$ cat config.mk
export PLATFORM = sky130hd
export DESIGN_NAME = reg_id_ex
export DESIGN_NICKNAME = d
export VERILOG_FILES = /design/src/hw/wb_pkg.sv /design/src/hw/isa_pkg.sv /design/src/hw/reg_id_ex.sv
export VERILOG_INCLUDE_DIRS = /design/src /design/src/hw
export SDC_FILE = /design/constraint.sdc
export NUM_CORES = 1
export LEC_CHECK = 0
export BUFFER_PORTS_ARGS = -buffer_cell sky130_fd_sc_hd__buf_2
export CAP_MARGIN = 40
export CORE_AREA = 2 2 133 135
export CTS_CLUSTER_SIZE = 16
export DETAILED_ROUTE_END_ITERATION = 7
export DIE_AREA = 0 0 135 137
export HOLD_SLACK_MARGIN = 0.03
export PLACE_DENSITY_LB_ADDON = 0.3
export SLEW_MARGIN = 20
export SYNTH_ARGS = -nofsm -noshare
export SYNTH_HDL_FRONTEND = slang
export SYNTH_SLANG_ARGS = --single-unit
export TNS_END_PERCENT = 30
$ cat constraint.sdc
create_clock -name i_clk -period 1.6 [get_ports i_clk]
set_input_delay 0.4 -clock i_clk [delete_from_list [all_inputs] [get_ports i_clk]]
set_output_delay 0.4 -clock i_clk [all_outputs]
set_load 0.005 [all_outputs]
$ cat src/hw/core_consts.svh
`ifndef CORE_CONSTS_SVH
`define CORE_CONSTS_SVH

// ****************************************
// datapath widths, fixed by the instruction set
// ****************************************

`define CORE_XLEN      32
`define CORE_REG_W     5

// immediate field of the jump format, branches use its sign-extended value
`define CORE_OFS_W     26

// ****************************************
// data memory
// ****************************************

// depth in 32-bit words
`define CORE_MEM_WORDS 256

`endif
$ cat src/hw/wb_pkg.sv
`include "core_consts.svh"

package wb_pkg;

    typedef enum logic [1:0] {
        mem_byte = 2'd0,
        mem_half = 2'd1,
        mem_word = 2'd2
    } mem_size_e;

    // classic cycle, master side
    typedef struct packed {
        logic                    cyc;
        logic                    stb;
        logic                    we;
        logic [`CORE_XLEN-3:0]   adr;   // word address
        logic [`CORE_XLEN-1:0]   dat;
        logic [`CORE_XLEN/8-1:0] sel;   // one bit per byte lane
    } wb_req_t;

    typedef struct packed {
        logic                  ack;
        logic [`CORE_XLEN-1:0] dat;
    } wb_rsp_t;

endpackage

$ cat src/hw/isa_pkg.sv
`include "core_consts.svh"

package isa_pkg;

    typedef logic [`CORE_XLEN-1:0] word_t;

    typedef enum logic [3:0] {
        alu_add    = 4'd0,
        alu_sub    = 4'd1,
        alu_and    = 4'd2,
        alu_or     = 4'd3,
        alu_xor    = 4'd4,
        alu_slt    = 4'd5,
        alu_sltu   = 4'd6,
        alu_sll    = 4'd7,
        alu_srl    = 4'd8,
        alu_sra    = 4'd9,
        alu_lui    = 4'd10,
        alu_pass_b = 4'd11
    } alu_op_e;

    typedef enum logic [2:0] {
        agu_none  = 3'd0,
        agu_load  = 3'd1,
        agu_store = 3'd2,
        agu_beq   = 3'd3,
        agu_bne   = 3'd4,
        agu_jump  = 3'd5,
        agu_jal   = 3'd6
    } agu_op_e;

    typedef struct packed {
        logic                   valid;
        word_t                  pc;
        logic [`CORE_REG_W-1:0] rd;
        alu_op_e                alu_op;
        agu_op_e                agu_op;
        word_t                  src_a;          // shifts take the value to shift here
        word_t                  src_b;          // also carries the store data
        word_t                  base;
        logic [`CORE_OFS_W-1:0] offset;
        wb_pkg::mem_size_e      mem_size;
        logic                   mem_unsigned;
        logic                   reg_wr_en;
    } id_ex_t;

    typedef struct packed {
        logic                   en;
        logic [`CORE_REG_W-1:0] rd;
        word_t                  data;
    } wb_result_t;

    typedef struct packed {
        logic  taken;
        word_t target;
    } redirect_t;

endpackage

$ cat src/hw/reg_id_ex.sv
`timescale 1ns/1ns
`include "core_consts.svh"

module reg_id_ex (
    input  logic            i_clk,
    input  logic            i_arst_n,
    input  logic            i_hold,
    input  logic            i_flush,
    input  isa_pkg::id_ex_t i_id,
    output isa_pkg::id_ex_t o_ex
);

    logic            valid_q;
    isa_pkg::id_ex_t payload_q;

    always_ff @(posedge i_clk or negedge i_arst_n) begin
        if (!i_arst_n) begin
            valid_q <= 1'b0;
        end else if (i_flush) begin
            valid_q <= 1'b0;            // bubble wins over hold
        end else if (!i_hold) begin
            valid_q <= i_id.valid;
        end
    end

    always_ff @(posedge i_clk) begin
        if (!i_hold) begin
            payload_q <= i_id;
        end
    end

    // the valid bit of the payload copy is replaced by the reset one
    always_comb begin
        o_ex       = payload_q;
        o_ex.valid = valid_q;
    end

endmodule

* Word level (Yosys, flattened, before mapping) *
Cells that the tools add are included.
W data, S select, Z words.

storage, ports and cells
  flip-flop bits (word level) = 171
  input port bits = 175
  output and inout port bits = 171

operators by class
  eq/ne operators = 1
  mux-type cells = 2

operators with widths
  cell                  count
  $mux W1               2
  $ne A2 B1 Y1 const B  1

* Longest topological paths before layout *
Gate-level depths: netlist of run 1.

  depth in word-level cells = 2
  depth in mapped cells = 2
  depth with buffers taken out = 2

* Worst setup path after synthesis of run 1 *
Ideal clock, no wire load.

  path type = input port to flip-flop
  start point = input i_hold
  end point = register payload_q (netlist bit o_ex[0]), enable pin
  arrival time = 3678 ps
  slack = -2600 ps
  stages on the path = 1
  path buffers = 0
  path through = inv_1

RTL lines
  element                 line             source
  start: declaration      reg_id_ex.sv:7   input logic i_hold,
  end signal: assignment  reg_id_ex.sv:28  payload_q <= i_id;
  end: declaration        reg_id_ex.sv:14  isa_pkg::id_ex_t payload_q;

No word-level cell between the ends.

* Worst setup path in the final report of run 1 *
  start point = register payload_q (netlist bit o_ex[91])
  end point = output o_ex[91] in the netlist's numbering

RTL lines
  element           line             source
  end: declaration  reg_id_ex.sv:10  output isa_pkg::id_ex_t o_ex

No word-level cell between the ends.

==> metrics.yaml, run 1 <==
floorplanning:
  fp-row-count: 48
  dieArea_sq_um: 18500
  die_w_um: 135
  start_util: 0.3022
  core_sq_um: 17060
  die_y_um: 137
  io_pins: 346
critical_path:
  crit_path_cell_trace: "buf_2"
  critical_path_class: "reg -> out"
  end_kind: "output port"
  critPathSlowestCell: "edfxtp_1"
  cp_slowest_stage_delay_ns: 0.39
  critPathLaunchType: "flop"
  arrival_ns: 0.95
  critical_path_buf_inv_count: 1
  cp_top_family: "flip-flops"
  crit_required_ns: 1.20
  crit_fanout: 1
power_and_ir_drop:
  p_int_mw: 8.020
  switchingPower_mw: 2.087
  leakage_nw: 3.379
  p_seq_frac: 0.534
  max-vdd-ir-drop_mv: 0.6655
  swShare: 0.2065
  finalPower_mw: 10.11
  p_per_area_nw_per_um2: 1286
  comb_power_share: 0.073
  clkPwrFrac: 0.393
place:
  placed_area_sq_um: 7269
  place.gp.congestion: 0.7751
  dp_cells: 752
  port_buffers: 345
  place_ws_ns: 0.2059
  place_hpwl_um: 9639
logic_synthesis:
  synth.area.top_cells: "edfxtp_1 (99%), dfrtp_1 (0.49%), mux2i_1 (0.19%), buf_4 (0.15%), inv_1 (0.073%)"
  yosysTopAreaCell: "edfxtp_1"
  yosysSeqAreaShare: 0.9951
  syn-instance-count: 175
  ys_types: 6
  synth_top_area_share: 0.9903
  synth-seq-cells: 171
  synth_nets: 350
  synthesis.area_sq_um: 5155
  synth.avg_cell_area_sq_um: 29.46
  yosys_warnings: 0
timing:
  finalHoldViolations: 0
  clock_skew_ns: 0
  setup_viol: 0
  layout_min_cycle_time_ns: 1.353
  finalSetupTns_ns: 0
  fmax_mhz: 739.2
  postLayoutSetupSlackWorst_ns: 0.2473
  fin_crit_sh: 0.8455
  max_slew_margin: 0.7192
  finalMaxSlewViolations: 0
  rsz0062_at_grt: "no"
  worstMarginPinSlew_ns: 0.4212
min_path:
  min_path_type: "in -> reg"
drt:
  drt_drc_violations_left: 0
  vias: 3145
  wirelength_um: 12450
  top_layer: "met4"
  met1_length_um: 4169
  ant_nets: 0
  routed-wl-met3_um: 1505
  first_pass_iters: 4
  dr.first_iter.drc_count: 147
  post_drt_wl_per_cell_um: 15.84
  vias_per_cell: 4.001
  wl_met2_um: 6536
clock_network:
  clock_tree.buffer_depth: 2
  postCtsHoldBufs: 1
  numCtsBuffers: 17
  cts.clk_slew.worst_paths_ns: 0.07
  cts_tree: "built"
  clock-root-buffer: "clkbuf_16"
  post_cts_buffers: 0
  cts_resized: 0
  clkSinkCount: 171
  clk_latency_ns: 0.42
  cts.htree.levels: 4
finish:
  fin_nets: 722
  n_fill_cell: 1530
  fin_cells: 786
  syn_to_final_growth_pct: 52.40
  drive_above_1_share: 0.6857
  design_area_sq_um: 7856
outcome:
  status: "completed"
flow_run:
  drv_cap: 0
global_route:
  grt_pass1_wl_um: 17100
  grt_use_total: 0.1286
  grt-ovfl-total: 0
  grt_pass1_vias: 3305
  antenna_found_initial: 1
  grt_max_degree: 80
-- cell usage after synthesis --
master      n
mux2i_1     1
nor2_1      1
buf_4       1
dfrtp_1     1
edfxtp_1  170
inv_1       1
-- metal layers --
metal | vias to the layer above | track usage
met2 | 203 | 0.2250
li1 | 1460 | -
met5 | - | 0
met4 | 0 | 0.06366
met3 | 15 | 0.06593
met1 | 1467 | 0.1250
-- worst register-to-register path, delay by kind of cell (launching register included) --
| kind | cells | cell delay, ns |
|---|---|---|
| multiplexers | 1 | 0.17 |
| flip-flops | 1 | 0.39 |
| AND/OR/NAND/NOR | 1 | 0.06 |
-- cell type report --
| type | count | area [sq um] | share of cell area |
|---|---|---|---|
| antenna | 1 | 2.502 | 0.0003185 |
| clock buffer | 19 | 432.9 | 0.05510 |
| clock inverter | 13 | 141.4 | 0.01800 |
| inverter | 1 | 7.507 | 0.0009556 |
| multi-input combinational | 2 | 13.76 | 0.001752 |
| sequential | 171 | 5130 | 0.6530 |
| tap | 225 | 281.5 | 0.03583 |
| timing repair buffer | 354 | 1847 | 0.2351 |
-- path summary, 6_finish.rpt --
path	start	end	slack [ns]	cells past startpoint
max reg2reg	valid_q$_DFFE_PN0P_	valid_q$_DFFE_PN0P_	0.87	2
max	o_ex[91]$_DFFE_PN_	o_ex[91]	0.25	1
max in group asynchronous	i_arst_n	valid_q$_DFFE_PN0P_	1.24	2
min	i_flush	valid_q$_DFFE_PN0P_	0.12	2
min in group asynchronous	i_arst_n	valid_q$_DFFE_PN0P_	0.28	2
min reg2reg	valid_q$_DFFE_PN0P_	valid_q$_DFFE_PN0P_	0.58	2
-- registers in the layout (all words and copies together) (netlist names) --
signal / cells
o_ex: 170
valid_q: 1
-- logic make-up (layout without fill, tap and decap cells) --
group	count (synthesis)	in the layout	synth area share
flops	171	171	0.9951
buf+inv	2	387	0.002184
mux	1	1	0.001942
simple gates	1	1	0.0007275
other cells	0	1	0
-- cells in the final DEF (no fill, tap or decap) --
cell type and n:
buf_2 345, edfxtp_1 170, clkbuf_16 17, clkinvlp_4 4, inv_6 4, buf_4 4
buf_12 4, clkinv_2 3, bufinv_16 2, clkbuf_1 2, diode_2 1, mux2i_1 1
nor2_1 1, clkinv_4 1, dlygate4sd3_1 1, dfrtp_1 1
-- through the flow --
stage | util | hold slack (ns)
6_report | 0.4606 | 0.1243
2_1_floorplan | - | 0.1044
3_3_place_gp | 0.4262 | 0.1771
4_1_cts | 0.4605 | 0.1009
3_5_place_dp | 0.4262 | 0.1770
5_1_grt | 0.4606 | 0.1235
-- power by group through the flow --
stage / combinational, mW / clock [mW] / sequential [mW]
2_1_floorplan: 0.0635 / 0 / 5.57
3_5_place_dp: 0.749 / 0 / 5.50
6_report: 0.734 / 3.97 / 5.40
5_1_grt: 0.802 / 4.28 / 5.43
3_3_place_gp: 0.739 / 0 / 5.49
4_1_cts: 0.751 / 4.09 / 5.41
Power figures use the tool's default switching activity.
==> run 2: changes to the inputs <==
--- a/config.mk
+++ b/config.mk
@@ -8,10 +8,10 @@
 export LEC_CHECK = 0
 export BUFFER_PORTS_ARGS = -buffer_cell sky130_fd_sc_hd__buf_2
 export CAP_MARGIN = 40
-export CORE_AREA = 2 2 133 135
+export CORE_AREA = 2 2 132 134
 export CTS_CLUSTER_SIZE = 16
 export DETAILED_ROUTE_END_ITERATION = 7
-export DIE_AREA = 0 0 135 137
+export DIE_AREA = 0 0 134 136
 export HOLD_SLACK_MARGIN = 0.03
 export PLACE_DENSITY_LB_ADDON = 0.3
 export SLEW_MARGIN = 20
==> constraint.sdc (replaced) <==
create_clock -name i_clk -period 1.2 [get_ports i_clk]
set_input_delay 0.3 -clock i_clk [delete_from_list [all_inputs] [get_ports i_clk]]
set_output_delay 0.3 -clock i_clk [all_outputs]
set_load 0.005 [all_outputs]
==> run 2 against run 1 <==
Effect of this change:
- the flow now finishes with violations (setup timing)
- design area grew 3.4%
- sequential share of layout area shrank 2.1 points
- critical path depth is the same
- core utilization grew 2.1 points
- hold slack lost 0.073 ns
- critical path type unchanged
- critical endpoint is now o_ex[83]
==> metrics.yaml, run 2 (same netlist as run 1, synthesis figures left out) <==
outcome:
  status: "finished, violations left"
  violations: "setup timing"
power_and_ir_drop:
  clkPwrFrac: 0.382
  leakage_nw: 3.505
  switchingPower_mw: 2.814
  p_int_mw: 10.55
  p_seq_frac: 0.539
  p_per_area_nw_per_um2: 1645
  finalPower_mw: 13.36
  comb_power_share: 0.079
  swShare: 0.2106
  max-vdd-ir-drop_mv: 0.9082
global_route:
  grt_pass1_wl_um: 17910
  grt_use_total: 0.1346
  grt_pass1_vias: 3436
  grt-ovfl-total: 0
  antenna_found_initial: 1
  grt_max_degree: 28
clock_network:
  clkSinkCount: 171
  post_cts_buffers: 0
  cts.clk_slew.worst_paths_ns: 0.07
  clock-root-buffer: "clkbuf_16"
  clock_tree.buffer_depth: 2
  numCtsBuffers: 17
  clk_latency_ns: 0.42
  cts_tree: "built"
  cts_resized: 0
  cts.htree.levels: 4
place:
  place.gp.congestion: 0.7366
  place_hpwl_um: 9940
  port_buffers: 345
  dp_cells: 765
  placed_area_sq_um: 7380
timing:
  finalMaxSlewViolations: 0
  layout_min_cycle_time_ns: 1.257
  worstMarginPinSlew_ns: 0.1830
  finalSetupTns_ns: -2.162
  fmax_mhz: 795.7
  finalHoldViolations: 0
  max_slew_margin: 0.8780
  clock_skew_ns: 0
  hold_ws_ns: 0.05104
  postLayoutSetupSlackWorst_ns: -0.05674
  rsz0062_at_grt: "yes"
  setup_viol: 124
  fin_crit_sh: 1.047
critical_path:
  critical_path_class: "reg -> out"
  cp_slowest_stage_delay_ns: 0.40
  end_kind: "output port"
  cp-startpoint: "o_ex[83]$_DFFE_PN_"
  critical_path_buf_inv_count: 1
  crit_fanout: 1
  critPathLaunchType: "flop"
  crit_path_cell_trace: "buf_2"
  crit_required_ns: 0.90
  reg2reg_to: "valid_q$_DFFE_PN0P_"
  critPathSlowestCell: "edfxtp_1"
  r2r_cells: 2
  path_depth: 1
  cp_top_family: "flip-flops"
  rr_startpoint: "valid_q$_DFFE_PN0P_"
  critPathCapture: "o_ex[83]"
  r2r_slack_ns: 0.52
  arrival_ns: 0.96
min_path:
  min_path_type: "in -> reg"
finish:
  layout_commonest_cell: "buf_2"
  syn_to_final_growth_pct: 57.57
  layout_common_cells: "buf_2 (345), edfxtp_1 (170), dlygate4sd3_1 (19), clkbuf_16 (17), buf_4 (16)"
  fin_cells: 817
  fin_nets: 753
  drive_above_1_share: 0.6701
  n_fill_cell: 1475
  largest_reg_flops: 170
  design_area_sq_um: 8123
drt:
  post_drt_wl_per_cell_um: 15.45
  vias_per_cell: 4.023
  wirelength_um: 12620
  ant_nets: 0
  first_pass_iters: 4
  drt_drc_violations_left: 0
  dr.first_iter.drc_count: 122
  vias: 3287
floorplanning:
  start_util: 0.3055
  io_pins: 346
  die_y_um: 136
  dieArea_sq_um: 18220
  fp-row-count: 48
  die_w_um: 134
  core_sq_um: 16880
flow_run:
  drv_cap: 0
run 2: cell types whose count changed in the layout (fill, tap and decap cells not counted), sizes merged:
cell	delta
dlygate4sd3	+18
bufinv	-1
clkinvlp	+1
buf	+13
run 2: power by group through the flow:
stage	sequential, mW	combinational, mW	clock [mW]
CTS	7.21	1.08	5.27
global route	7.24	1.16	5.49
floorplan	7.43	0.0846	0
finish	7.20	1.06	5.10
detailed placement	7.34	1.04	0
global placement	7.34	1.02	0
run 2: through the flow:
step,utilization,worst slack (ns)
2_1_floorplan,-,-1.959
3_3_place_gp,0.4373,0.005174
3_5_place_dp,0.4373,-0.005237
4_1_cts,0.4806,-0.09007
5_1_grt,0.4813,-0.1019
6_report,0.4813,-0.05674
run 2: how the worst min path moves through the flow:
stage,from,endpoint,slack [ns],cells past startpoint
5_1_grt,i_id[41],o_ex[41]$_DFFE_PN_,0.03,1
6_report,i_id[21],o_ex[21]$_DFFE_PN_,0.05,1
2_1_floorplan,i_arst_n,valid_q$_DFFE_PN0P_,0.004,0
3_5_place_dp,i_arst_n,valid_q$_DFFE_PN0P_,0.08,1
3_3_place_gp,i_arst_n,valid_q$_DFFE_PN0P_,0.08,1
4_1_cts,i_id[162],o_ex[162]$_DFFE_PN_,0.03,1
run 2: per-layer routing:
| metal | vias to the layer above | global-route usage | part of all wire |
|---|---|---|---|
| met2 | 205 | 0.2359 | 0.52 |
| li1 | 1523 | - | - |
| met5 | - | 0 | 0 |
| met1 | 1541 | 0.1357 | 0.35 |
| met4 | 0 | 0.07388 | 0.020 |
| met3 | 18 | 0.05667 | 0.11 |
run 2: repair_timing:
item	CTS	global route
hold buffers	18	1
hold endpoints to repair	18	1
setup endpoints to repair	171	171
cloned	0	0
run 2: cell type report:
cell class	instances	area, sq um	area share
sequential	171	5130	0.6315
timing repair buffer	385	2137	0.2631
clock buffer	19	432.9	0.05330
tap	225	281.5	0.03466
clock inverter	13	117.6	0.01448
multi-input combinational	2	13.76	0.001694
inverter	1	7.507	0.0009242
antenna	1	2.502	0.0003081
