===== config.mk =====
export PLATFORM = sky130hd
export DESIGN_NAME = wb_arbiter
export DESIGN_NICKNAME = d
export VERILOG_FILES = /design/src/hw/wb_pkg.sv /design/src/hw/wb_arbiter.sv
export VERILOG_INCLUDE_DIRS = /design/src /design/src/hw
export SDC_FILE = /design/constraint.sdc
export NUM_CORES = 1
export LEC_CHECK = 0
export BUFFER_PORTS_ARGS = -buffer_cell sky130_fd_sc_hd__buf_4
export CORE_AREA = 2 2 121 123
export CTS_CLUSTER_DIAMETER = 60
export DETAILED_ROUTE_END_ITERATION = 16
export DIE_AREA = 0 0 123 125
export GPL_TIMING_DRIVEN = 0
export HOLD_SLACK_MARGIN = 0.03
export PLACE_DENSITY = 0.49
export SYNTH_ARGS = -nofsm -noshare
export SYNTH_HDL_FRONTEND = slang
export SYNTH_SLANG_ARGS = --single-unit

===== constraint.sdc =====
create_clock -name i_clk -period 3 [get_ports i_clk]
set_input_delay 0.15 -clock i_clk [delete_from_list [all_inputs] [get_ports i_clk]]
set_output_delay 0.15 -clock i_clk [all_outputs]
set_load 0.01 [all_outputs]

===== src/hw/core_consts.svh =====
`ifndef CORE_CONSTS_SVH
`define CORE_CONSTS_SVH

// ****************************************
// datapath widths, fixed by the instruction set
// ****************************************

`define CORE_XLEN      32
`define CORE_REG_W     5

// immediate field of the jump format, branches use its sign-extended value
`define CORE_OFS_W     26

// ****************************************
// data memory
// ****************************************

// depth in 32-bit words
`define CORE_MEM_WORDS 256

`endif

===== src/hw/wb_pkg.sv =====
`include "core_consts.svh"

package wb_pkg;

    typedef enum logic [1:0] {
        mem_byte = 2'd0,
        mem_half = 2'd1,
        mem_word = 2'd2
    } mem_size_e;

    // classic cycle, master side
    typedef struct packed {
        logic                    cyc;
        logic                    stb;
        logic                    we;
        logic [`CORE_XLEN-3:0]   adr;   // word address
        logic [`CORE_XLEN-1:0]   dat;
        logic [`CORE_XLEN/8-1:0] sel;   // one bit per byte lane
    } wb_req_t;

    typedef struct packed {
        logic                  ack;
        logic [`CORE_XLEN-1:0] dat;
    } wb_rsp_t;

endpackage


===== src/hw/wb_arbiter.sv =====
`timescale 1ns/1ns
`include "core_consts.svh"

module wb_arbiter (
    input  logic            i_clk,
    input  logic            i_arst_n,
    input  wb_pkg::wb_req_t i_m0_req,
    output wb_pkg::wb_rsp_t o_m0_rsp,
    input  wb_pkg::wb_req_t i_m1_req,
    output wb_pkg::wb_rsp_t o_m1_rsp,
    output wb_pkg::wb_req_t o_s_req,
    input  wb_pkg::wb_rsp_t i_s_rsp
);

    logic last_q;       // master that won the last grant
    logic busy_q;       // the bus was granted in the previous cycle
    logic gnt_any;
    logic gnt_m1;
    logic last_cyc;
    logic other_cyc;

    assign gnt_any   = i_m0_req.cyc | i_m1_req.cyc;
    assign last_cyc  = last_q ? i_m1_req.cyc : i_m0_req.cyc;
    assign other_cyc = last_q ? i_m0_req.cyc : i_m1_req.cyc;

    always_comb begin
        if (busy_q && last_cyc) begin
            gnt_m1 = last_q;            // the owner keeps the bus for its whole cycle
        end else if (other_cyc) begin
            gnt_m1 = ~last_q;
        end else begin
            gnt_m1 = last_q;
        end
    end

    always_ff @(posedge i_clk or negedge i_arst_n) begin
        if (!i_arst_n) begin
            last_q <= 1'b1;             // pipeline side is served first
            busy_q <= 1'b0;
        end else begin
            busy_q <= gnt_any;
            if (gnt_any) begin
                last_q <= gnt_m1;
            end
        end
    end

    // ****************************************
    // routing
    // ****************************************

    assign o_s_req  = !gnt_any ? '0 : (gnt_m1 ? i_m1_req : i_m0_req);
    assign o_m0_rsp = '{ack: i_s_rsp.ack & gnt_any & ~gnt_m1, dat: i_s_rsp.dat};
    assign o_m1_rsp = '{ack: i_s_rsp.ack & gnt_any & gnt_m1, dat: i_s_rsp.dat};

endmodule


Yosys cells after proc, flatten, opt, wreduce, memory -nomap -nowiden
Cells that the tools add are included.
{ "op_classes": {"bitwise_logic": 6, "mux": 6, "reduce_logical": 1} }
{ "op_table": {"columns": ["cell", "n"], "rows": [
  ["$mux W69", 2],
  ["$mux W1", 4],
  ["$and A1 B1 Y1", 3],
  ["$not A1 Y1", 2],
  ["$logic_and A1 B1 Y1", 1],
  ["$or A1 B1 Y1", 1]
]} }
{ "word_totals": {"inputBits": 173, "ff_bits": 2, "wordCells": 15} }

Longest topological paths before layout
Gate-level depths: netlist (run 1).
{ "depth": {"ltp_word": 5, "ltp_mapped": 6, "depth_no_buf": 3} }

Worst setup path before layout (run 1)
No wires, ideal clock.
{ "synth_path": {"path_kind": "reg-to-output", "startpoint": "register last_q", "endpoint": "output o_s_req[59] in the netlist's numbering", "n_path_buf": 3, "slack_ns": 1.437, "arrival_ns": 1.413, "stages_incl_launch_ff": 7, "path_cell_list": "dfstp_2 xor2_1 o21a_1 buf_6 buf_6 buf_6 a22o_1"} }
{ "synth_lines": {"columns": ["item", "line", "text"], "rows": [
  ["start: declaration", "wb_arbiter.sv:15", "logic last_q;"],
  ["start signal: assignment", "wb_arbiter.sv:43", "last_q <= gnt_m1;"],
  ["end: declaration", "wb_arbiter.sv:11", "output wb_pkg::wb_req_t o_s_req,"]
]} }

==> results.json, run 1 <==
{
  "status": "finished clean",
  "cts_made_buffers": 3,
  "rows": 44,
  "dr.pass1.iters": 4,
  "multiInputGateArea_um2": 656,
  "synth.most_common_cell": "a22o_1",
  "drt_first_iter_violations": 33,
  "cts_resized": 0,
  "syn_area_um2": 1280,
  "hold_start": "i_m0_req[68]",
  "drive_above_1_share": 0.811,
  "track_usage": 0.0883,
  "ys_warn_count": 0,
  "reg2reg_depth": 2,
  "ioPinCount": 308,
  "io_buffers": 275,
  "finalWirelength_mm": 7.91,
  "r2r-end": "last_q",
  "fin_crit_ps": 2220,
  "die_h_um": 125,
  "reg2reg_slack_ps": 2010,
  "min_path_type": "in2reg",
  "cp.arrival_ps": 2070,
  "required_ps": 2850,
  "setup_viol": 0,
  "ir_worst_vdd_v": 0.000189,
  "hold_violations": 0,
  "p_leak_nw": 2.06,
  "regArea_um2": 51.3,
  "relSlewSlack": 0.669,
  "dieArea_um2": 15400,
  "post-route-drc-count": 0,
  "min_to": "last_q",
  "cts-htree-levels": 1,
  "p_per_area_nw_per_um2": 261,
  "worstSetupPathType": "reg2out",
  "r2r_start": "last_q",
  "die_w_um": 123,
  "nets": 613,
  "vias": 2292,
  "grt_max_degree": 11,
  "async_flop_share": 1.00,
  "grt_setup_unrepaired": "false",
  "grt_pass1_wl_mm": 10.7,
  "gp_congestion": 0.689,
  "worstSetupStartpointType": "register",
  "start_util": 0.0902,
  "ys_seq_elements": 2,
  "skew_ps": 3.83,
  "synthTopCellsByArea": "a22o_1 46%, buf_4 38%, buf_6 2.6%",
  "cts-root-buf": "clkbuf_16",
  "cts_tree": "built",
  "synth_top_area_frac": 0.465,
  "ys_seq_area_frac": 0.0400,
  "final_max_slew_viol_count": 0,
  "area_growth_pct": 186,
  "coreArea_um2": 14200,
  "end_kind": "primary output",
  "cp_max_fo": 10,
  "ant_nets": 0,
  "post-cts-setup-buffers": 0,
  "antenna_found_initial": 0,
  "power_uw": 957,
  "drv_cap": 0,
  "yosysUniqueCellTypes": 15,
  "finalCritPeriodShare": 0.741,
  "grt_pass1_vias": 2244,
  "worst_slew_pin_slew_ps": 497,
  "setup_tns_ps": 0,
  "synthFlopType": "dfstp_2",
  "synth_edf_count": 0,
  "wl_per_cell_um": 12.7,
  "yosys.area.top_type": "a22o_1",
  "synth_top_cells_by_count": "68 x a22o_1, 65 x buf_4, 6 x buf_2, 5 x clkbuf_1, 3 x buf_6",
  "syn_area_per_cell_um2": 8.06,
  "synth_nets": 332,
  "hpwl_mm": 7.03,
  "synth_cells": 159,
  "clockBufferDepth": 2,
  "n_antenna_cell": 0,
  "fmax_ghz": 0.450,
  "clock-sinks": 2,
  "nFillCells": 1551,
  "viasPerCell": 3.68,
  "path_clk_slew_ps": 30,
  "grt_overflow": 0,
  "worstSkewPairLatency_ps": 230,
  "whs_path_depth": 2
}
-- how the worst max path moves through the flow --
stage / cells past startpoint / to / from / slack, ps
detailed placement: 6 / o_s_req[66] / last_q / 890
floorplan: 6 / o_s_req[59] / last_q / 1440
CTS: 6 / o_s_req[66] / last_q / 650
global placement: 6 / o_s_req[66] / last_q / 920
global route: 5 / o_s_req[15] / last_q / 580
finish: 5 / o_s_req[32] / last_q / 780
-- metal layers --
layer  share of wire  vias to the layer above  global-route usage  wire [um]
li1                -                     1097                   -          -
met1            0.30                     1017              0.0777       2400
met2            0.57                      172               0.188       4480
met3            0.12                        6              0.0205        945
met4           0.011                        0              0.0261         85
met5               0                        -                   0          0
-- power breakdown --
part           switching [mW]  internal (mW)
clock                  0.0354          0.175
combinational           0.276          0.438
sequential            0.00150         0.0310
-- registers in the layout, indices dropped and copies added, names as in the netlist --
register  flops
busy_q        1
last_q        1
-- metrics by stage --
stage           util  cells  instance area (um^2)  setup WS, ps  hold slack [ps]
2_1_floorplan      -    159                  1280          1440             -146
3_3_place_gp   0.252    618                  3580           918            -66.9
3_5_place_dp   0.252    618                  3580           885            -65.2
4_1_cts        0.258    623                  3660           652              114
5_1_grt        0.258    623                  3660           584              124
6_report       0.258    623                  3660           778              114
-- cells by family after synthesis --
logic type                count (synthesis)  synth area share
buffers and inverters                    80             0.448
AOI/OAI and AO/OA                        71             0.482
and+or+nand+nor                           5            0.0225
DFF                                       2            0.0400
xor gates and xnor gates                  1           0.00684
-- cells in the final DEF (no fill, tap or decap) --
cell type | synthesis | routed
buf_2 | 6 | 6
a22o_1 | 68 | 68
xor2_1 | 1 | 1
dfrtp_1 | 1 | 1
clkbuf_16 | 0 | 3
dfstp_2 | 1 | 1
buf_6 | 3 | 3
a21oi_2 | 1 | 1
buf_4 | 65 | 340
clkbuf_1 | 5 | 6
or2_2 | 2 | 2
dlygate4sd3_1 | 0 | 1
and2_1 | 2 | 2
o21a_1 | 1 | 1
nor2_1 | 1 | 1
o22ai_1 | 1 | 1
inv_1 | 1 | 1
-- timing repair --
item	4_1_cts	5_1_grt
hold buffers	1	0
endpoints found under the hold margin	2	0
setup endpoints to repair	0	0
-- worst max-delay path, stage by stage (launching register included) --
cell and delay [ps]:
dfstp_2 520, xor2_1 100, a21oi_2 430, clkbuf_1 410
a22o_1 240, buf_4 140
-- final cells by class --
cell class                 count  area share
buffer                        79       0.156
timing repair buffer         276       0.566
tap                          184      0.0628
sequential                     2      0.0140
multi-input combinational     77       0.179
clock buffer                   4      0.0215
inverter                       1     0.00102
Note: power is estimated with default switching activity, not from simulation.
==> run 2, diff against run 1 <==
--- a/config.mk
+++ b/config.mk
@@ -6,14 +6,15 @@
 export SDC_FILE = /design/constraint.sdc
 export NUM_CORES = 1
 export LEC_CHECK = 0
+export ABC_AREA = 1
 export BUFFER_PORTS_ARGS = -buffer_cell sky130_fd_sc_hd__buf_4
-export CORE_AREA = 2 2 121 123
+export CORE_AREA = 2 2 119 121
 export CTS_CLUSTER_DIAMETER = 60
 export DETAILED_ROUTE_END_ITERATION = 16
-export DIE_AREA = 0 0 123 125
+export DIE_AREA = 0 0 121 123
 export GPL_TIMING_DRIVEN = 0
 export HOLD_SLACK_MARGIN = 0.03
-export PLACE_DENSITY = 0.49
+export PLACE_DENSITY = 0.59
 export SYNTH_ARGS = -nofsm -noshare
 export SYNTH_HDL_FRONTEND = slang
 export SYNTH_SLANG_ARGS = --single-unit
==> constraint.sdc (replaced) <==
create_clock -name i_clk -period 1.9 [get_ports i_clk]
set_input_delay 0.095 -clock i_clk [delete_from_list [all_inputs] [get_ports i_clk]]
set_output_delay 0.095 -clock i_clk [all_outputs]
set_load 0.01 [all_outputs]
==> results.json, run 2 <==
{
  "fin_crit_ps": 1770,
  "r2r-end": "last_q",
  "die_h_um": 123,
  "ioPinCount": 308,
  "die_w_um": 121,
  "cts_made_buffers": 3,
  "final_max_slew_viol_count": 0,
  "nets": 904,
  "dieArea_um2": 14900,
  "synthFlopType": "dfstp_2",
  "hpwl_mm": 8.83,
  "final_common_cell": "buf_4",
  "internal_power_mw": 1.26,
  "io_buffers": 275,
  "ir_worst_vdd_v": 0.000280,
  "met1_usage": 0.140,
  "finalCritPeriodShare": 0.934,
  "grt_overflow": 0,
  "ys_warn_count": 0,
  "cts_tree": "built",
  "globalRoute.busiestLayer": "met2",
  "cp.arrival_ps": 1680,
  "cts-htree-levels": 1,
  "drv_cap": 0,
  "post-cts-setup-buffers": 0,
  "status": "finished clean",
  "power_mw": 2.22,
  "use_met3": 0.0231,
  "area_growth_pct": 110,
  "setup_tns_ps": 0,
  "synth_edf_count": 0,
  "grt_setup_unrepaired": "false",
  "end_kind": "primary output",
  "worstSkewPairLatency_ps": 220,
  "vias": 3408,
  "worstSetupPathType": "reg2out",
  "r2r_start": "last_q",
  "viasPerCell": 3.75,
  "gp_congestion": 0.755,
  "critical_path.max_stage_delay_ps": 550,
  "synth_top_area_frac": 0.237,
  "grt_pass1_wl_mm": 14.9,
  "wl_per_cell_um": 11.3,
  "reg_top3": "busy_q x1, last_q x1",
  "crit_end": "o_s_req[22]",
  "cp_max_fo": 10,
  "track_usage": 0.122,
  "path_clk_slew_ps": 30,
  "ant_nets": 0,
  "critical_path.cell_chain": "nand2_1 -> nand2_4 -> buf_2 -> nor2_1 -> nor2_1 -> buf_4",
  "antenna_found_initial": 0,
  "ys_seq_elements": 2,
  "p_per_area_nw_per_um2": 484,
  "ys_seq_area_frac": 0.0235,
  "worst_slew_pin_slew_ps": 443,
  "relSlewSlack": 0.705,
  "hold_violations": 0,
  "synth_nets": 623,
  "hold_start": "i_m1_req[68]",
  "fin_ws_ps": 126,
  "rows": 43,
  "setup_viol": 0,
  "most-common-layout-cells": "340 x buf_4, 138 x nor2_1, 74 x nand2_1",
  "synthTopCellsByArea": "nor2_1 24%, buf_4 23%, nand3_1 14%",
  "dr.pass1.iters": 4,
  "p_comb_frac": 0.825,
  "grt_max_degree": 11,
  "grt_pass1_vias": 3100,
  "skew_ps": 4.63,
  "finalWirelength_mm": 10.3,
  "drt_first_iter_violations": 82,
  "post-route-drc-count": 0,
  "critPathLaunch": "last_q",
  "power.clock.fraction": 0.149,
  "synth_cells": 450,
  "p_sw_frac": 0.431,
  "fmax_ghz": 0.564,
  "cts-root-buf": "clkbuf_16",
  "reg2reg_slack_ps": 700,
  "yosys.area.top_type": "nor2_1",
  "seq_power_share": 0.026,
  "start_util": 0.160,
  "syn_area_um2": 2180,
  "drive_above_1_share": 0.525,
  "clockBufferDepth": 2,
  "async_flop_share": 1.00,
  "syn_area_per_cell_um2": 4.85,
  "worstSetupStartpointType": "register",
  "crit_top_cell": "nor2_1",
  "dp_slack_ps": 258,
  "yosysUniqueCellTypes": 14,
  "reg2reg_depth": 3,
  "crit_slowest_cell": "dfstp_2",
  "n_antenna_cell": 0,
  "min_path_type": "in2reg",
  "grt_util_met2": 0.237,
  "required_ps": 1800,
  "coreArea_um2": 13600,
  "clock-sinks": 2,
  "synth.most_common_cell": "nor2_1",
  "p_leak_nw": 2.95,
  "synth_top_cells_by_count": "138 x nor2_1, 74 x nand2_1, 70 x inv_1, 66 x buf_4, 59 x nand3_1",
  "power_switching_uw": 956
}
==> run 2: cell types whose count changed in the layout (fill, tap and decap cells not counted), moves of 2 or more <==
cell	delta
buf_2	+13
nor2_1	+137
inv_1	+69
and2_1	-2
clkbuf_1	-2
a22o_1	-68
nand3_2	+11
buf_6	+2
nand3_1	+58
or2_2	-2
nand2_1	+74
==> run 2: per-layer routing <==
metal / vias up / part of all wire
met5: - / 0
li1: 1821 / -
met2: 157 / 0.52
met3: 4 / 0.092
met4: 0 / 0.0049
met1: 1426 / 0.39
==> run 2: worst min path at each step <==
stage,endpoint,cells past startpoint
6_report,busy_q,3
5_1_grt,busy_q,3
4_1_cts,busy_q,3
3_5_place_dp,busy_q,1
3_3_place_gp,busy_q,1
2_1_floorplan,busy_q,0
==> run 2: critical path, delay by kind of cell (launching register included) <==
family        cells  cell delay [ps]
flops             1              550
simple gates      4              510
buf+inv           2              390
==> run 2: final cells by class <==
cell class / count / area [um^2]
buffer: 92 / 651
clock buffer: 4 / 78.8
fill: 1540 / 9030
inverter: 71 / 267
multi-input combinational: 285 / 1240
sequential: 2 / 51.3
tap: 180 / 225
timing repair buffer: 276 / 2070
==> run 2: per-stage QoR <==
step	area [um^2]	hold slack (ps)	util	cells
final	4580	111	0.337	910
after detailed placement	4470	-122	0.329	905
after CTS	4560	106	0.335	910
after floorplan	2180	-201	-	450
after global placement	4470	-122	0.329	905
after global routing	4580	127	0.337	910
==> run 2: repair_timing <==
item	4_1_cts	5_1_grt
endpoints found under the setup margin	0	22
resized for setup	0	4
endpoints found under the hold margin	2	0
hold buffers	1	0
==> run 2: cell families (layout without fill, tap and decap cells) <==
| family | count (synthesis) | in the layout | share of synthesized area |
|---|---|---|---|
| AND/OR/NAND/NOR | 284 | 284 | 0.556 |
| buffers and inverters | 163 | 443 | 0.418 |
| flip-flops | 2 | 2 | 0.0235 |
| AO/OA/AOI/OAI | 1 | 1 | 0.00229 |
==> run 2: power by group through the flow <==
| stage | logic, mW | clock network, mW | registers [mW] |
|---|---|---|---|
| after floorplan | 0.940 | 0 | 0.0562 |
| after global placement | 1.85 | 0 | 0.0576 |
| after detailed placement | 1.85 | 0 | 0.0575 |
| after CTS | 1.86 | 0.335 | 0.0572 |
| after global routing | 2.03 | 0.341 | 0.0599 |
| final | 1.83 | 0.331 | 0.0585 |
==> run 3, diff against run 2 <==
--- a/config.mk
+++ b/config.mk
@@ -15,6 +15,7 @@
 export GPL_TIMING_DRIVEN = 0
 export HOLD_SLACK_MARGIN = 0.03
 export PLACE_DENSITY = 0.59
+export RECOVER_POWER = 25
 export SYNTH_ARGS = -nofsm -noshare
 export SYNTH_HDL_FRONTEND = slang
 export SYNTH_SLANG_ARGS = --single-unit
==> results.json, run 3 (synthesis gave the netlist of run 2 again) <==
{
  "final_max_slew_viol_count": 0,
  "rows": 43,
  "wl_per_cell_um": 11.3,
  "die_w_um": 121,
  "viasPerCell": 3.75,
  "grt_pass1_vias": 3100,
  "ir_worst_vdd_v": 0.000280,
  "clockBufferDepth": 2,
  "skew_ps": 4.63,
  "most-common-layout-cells": "307 x buf_4, 138 x nor2_1, 74 x nand2_1",
  "worst_slew_pin_slew_ps": 435,
  "grt_overflow": 0,
  "final_core_util": 0.328,
  "postLayoutCellArea_um2": 4460,
  "reg_top3": "busy_q x1, last_q x1",
  "grt_setup_unrepaired": "false",
  "setup_viol": 0,
  "cts-root-buf": "clkbuf_16",
  "finalWirelength_mm": 10.3,
  "cts-htree-levels": 1,
  "min_path_type": "in2reg",
  "status": "finished clean",
  "drive_above_1_share": 0.479,
  "cts_tree": "built",
  "fin_crit_ps": 1760,
  "dieArea_um2": 14900,
  "dr.pass1.iters": 4,
  "relSlewSlack": 0.710,
  "drv_cap": 0,
  "grt_pass1_wl_mm": 14.9,
  "track_usage": 0.122,
  "die_h_um": 123,
  "globalRoute.busiestLayer": "met2",
  "grt_util_met2": 0.237,
  "gp_congestion": 0.755,
  "worstSetupStartpointType": "register",
  "whs_path_depth": 3,
  "r2r_start": "last_q",
  "drt_first_iter_violations": 87,
  "worstSetupPathType": "reg2out",
  "reg2reg_slack_ps": 700,
  "hold_start": "i_m0_req[68]",
  "grt_max_degree": 11,
  "path_clk_slew_ps": 30,
  "cp.arrival_ps": 1660,
  "clock-sinks": 2,
  "met1_usage": 0.140,
  "cp_max_fo": 10,
  "hold_violations": 0,
  "ioPinCount": 308,
  "start_util": 0.160,
  "end_kind": "primary output",
  "finalCritPeriodShare": 0.925,
  "worstSkewPairLatency_ps": 220,
  "nFillCells": 1569,
  "n_antenna_cell": 0,
  "area_growth_pct": 104,
  "required_ps": 1800,
  "cts_made_buffers": 3,
  "p_leak_nw": 2.83,
  "coreArea_um2": 13600,
  "setup_tns_ps": 0,
  "placed_cell_area_um2": 4470,
  "min_to": "busy_q",
  "antenna_found_initial": 0,
  "use_met3": 0.0231,
  "ant_nets": 0,
  "vias": 3415,
  "hpwl_mm": 8.83,
  "io_buffers": 275,
  "final_common_cell": "buf_4",
  "post-cts-setup-buffers": 0,
  "fmax_ghz": 0.569,
  "reg2reg_depth": 3,
  "p_per_area_nw_per_um2": 491,
  "post-route-drc-count": 0,
  "nets": 904,
  "r2r-end": "last_q"
}
run 3: per-layer routing:
metal  part of all wire  wire length [um]
met1               0.38              3950
met2               0.52              5340
met3              0.093               961
met4             0.0049                50
met5                  0                 0
run 3: cell type report:
cell class / count / area, um^2 / share of cell area
Buffer: 92 / 651 / 0.146
Clock buffer: 4 / 78.8 / 0.0177
Inverter: 71 / 267 / 0.0598
Multi-Input combinational cell: 285 / 1240 / 0.277
Sequential cell: 2 / 51.3 / 0.0115
Tap cell: 180 / 225 / 0.0505
Timing Repair Buffer: 276 / 1950 / 0.437
run 3: repair_timing:
item | 4_1_cts | 5_1_grt
endpoints found under the hold margin | 2 | 0
hold buffers | 1 | 0
resized for setup | 0 | 4
setup endpoints to repair | 0 | 22
run 3: worst max-delay path by stage:
stage / startpoint / end / slack, ps / cells after the start
5_1_grt: last_q / o_s_req[57] / 9 / 8
3_3_place_gp: last_q / o_s_req[26] / 240 / 7
3_5_place_dp: last_q / o_s_req[49] / 260 / 7
4_1_cts: last_q / o_s_req[49] / 20 / 7
2_1_floorplan: last_q / o_s_req[59] / 580 / 6
6_report: last_q / o_s_req[27] / 140 / 6
run 3: power breakdown:
group | leakage (nW) | internal [mW] | switching (mW)
Sequential | 0.0208 | 0.0522 | 0.00627
Clock | 0.0382 | 0.277 | 0.0542
Combinational | 2.77 | 0.904 | 0.894
run 3: metrics by stage:
step	hold WS, ps	setup WS [ps]	total power [mW]	cells
3_5_place_dp	-122	258	1.91	905
6_report	122	142	2.19	910
3_3_place_gp	-122	238	1.90	905
4_1_cts	106	18.5	2.25	910
5_1_grt	142	8.75	2.40	910
2_1_floorplan	-201	579	0.996	450
run 3: critical path, cell delays in order (launching register included):
cell,delay (ps)
dfstp_2,550
nand2_1,140
nand2_4,150
buf_2,240
nor2_1,60
nor2_1,150
buf_4,150
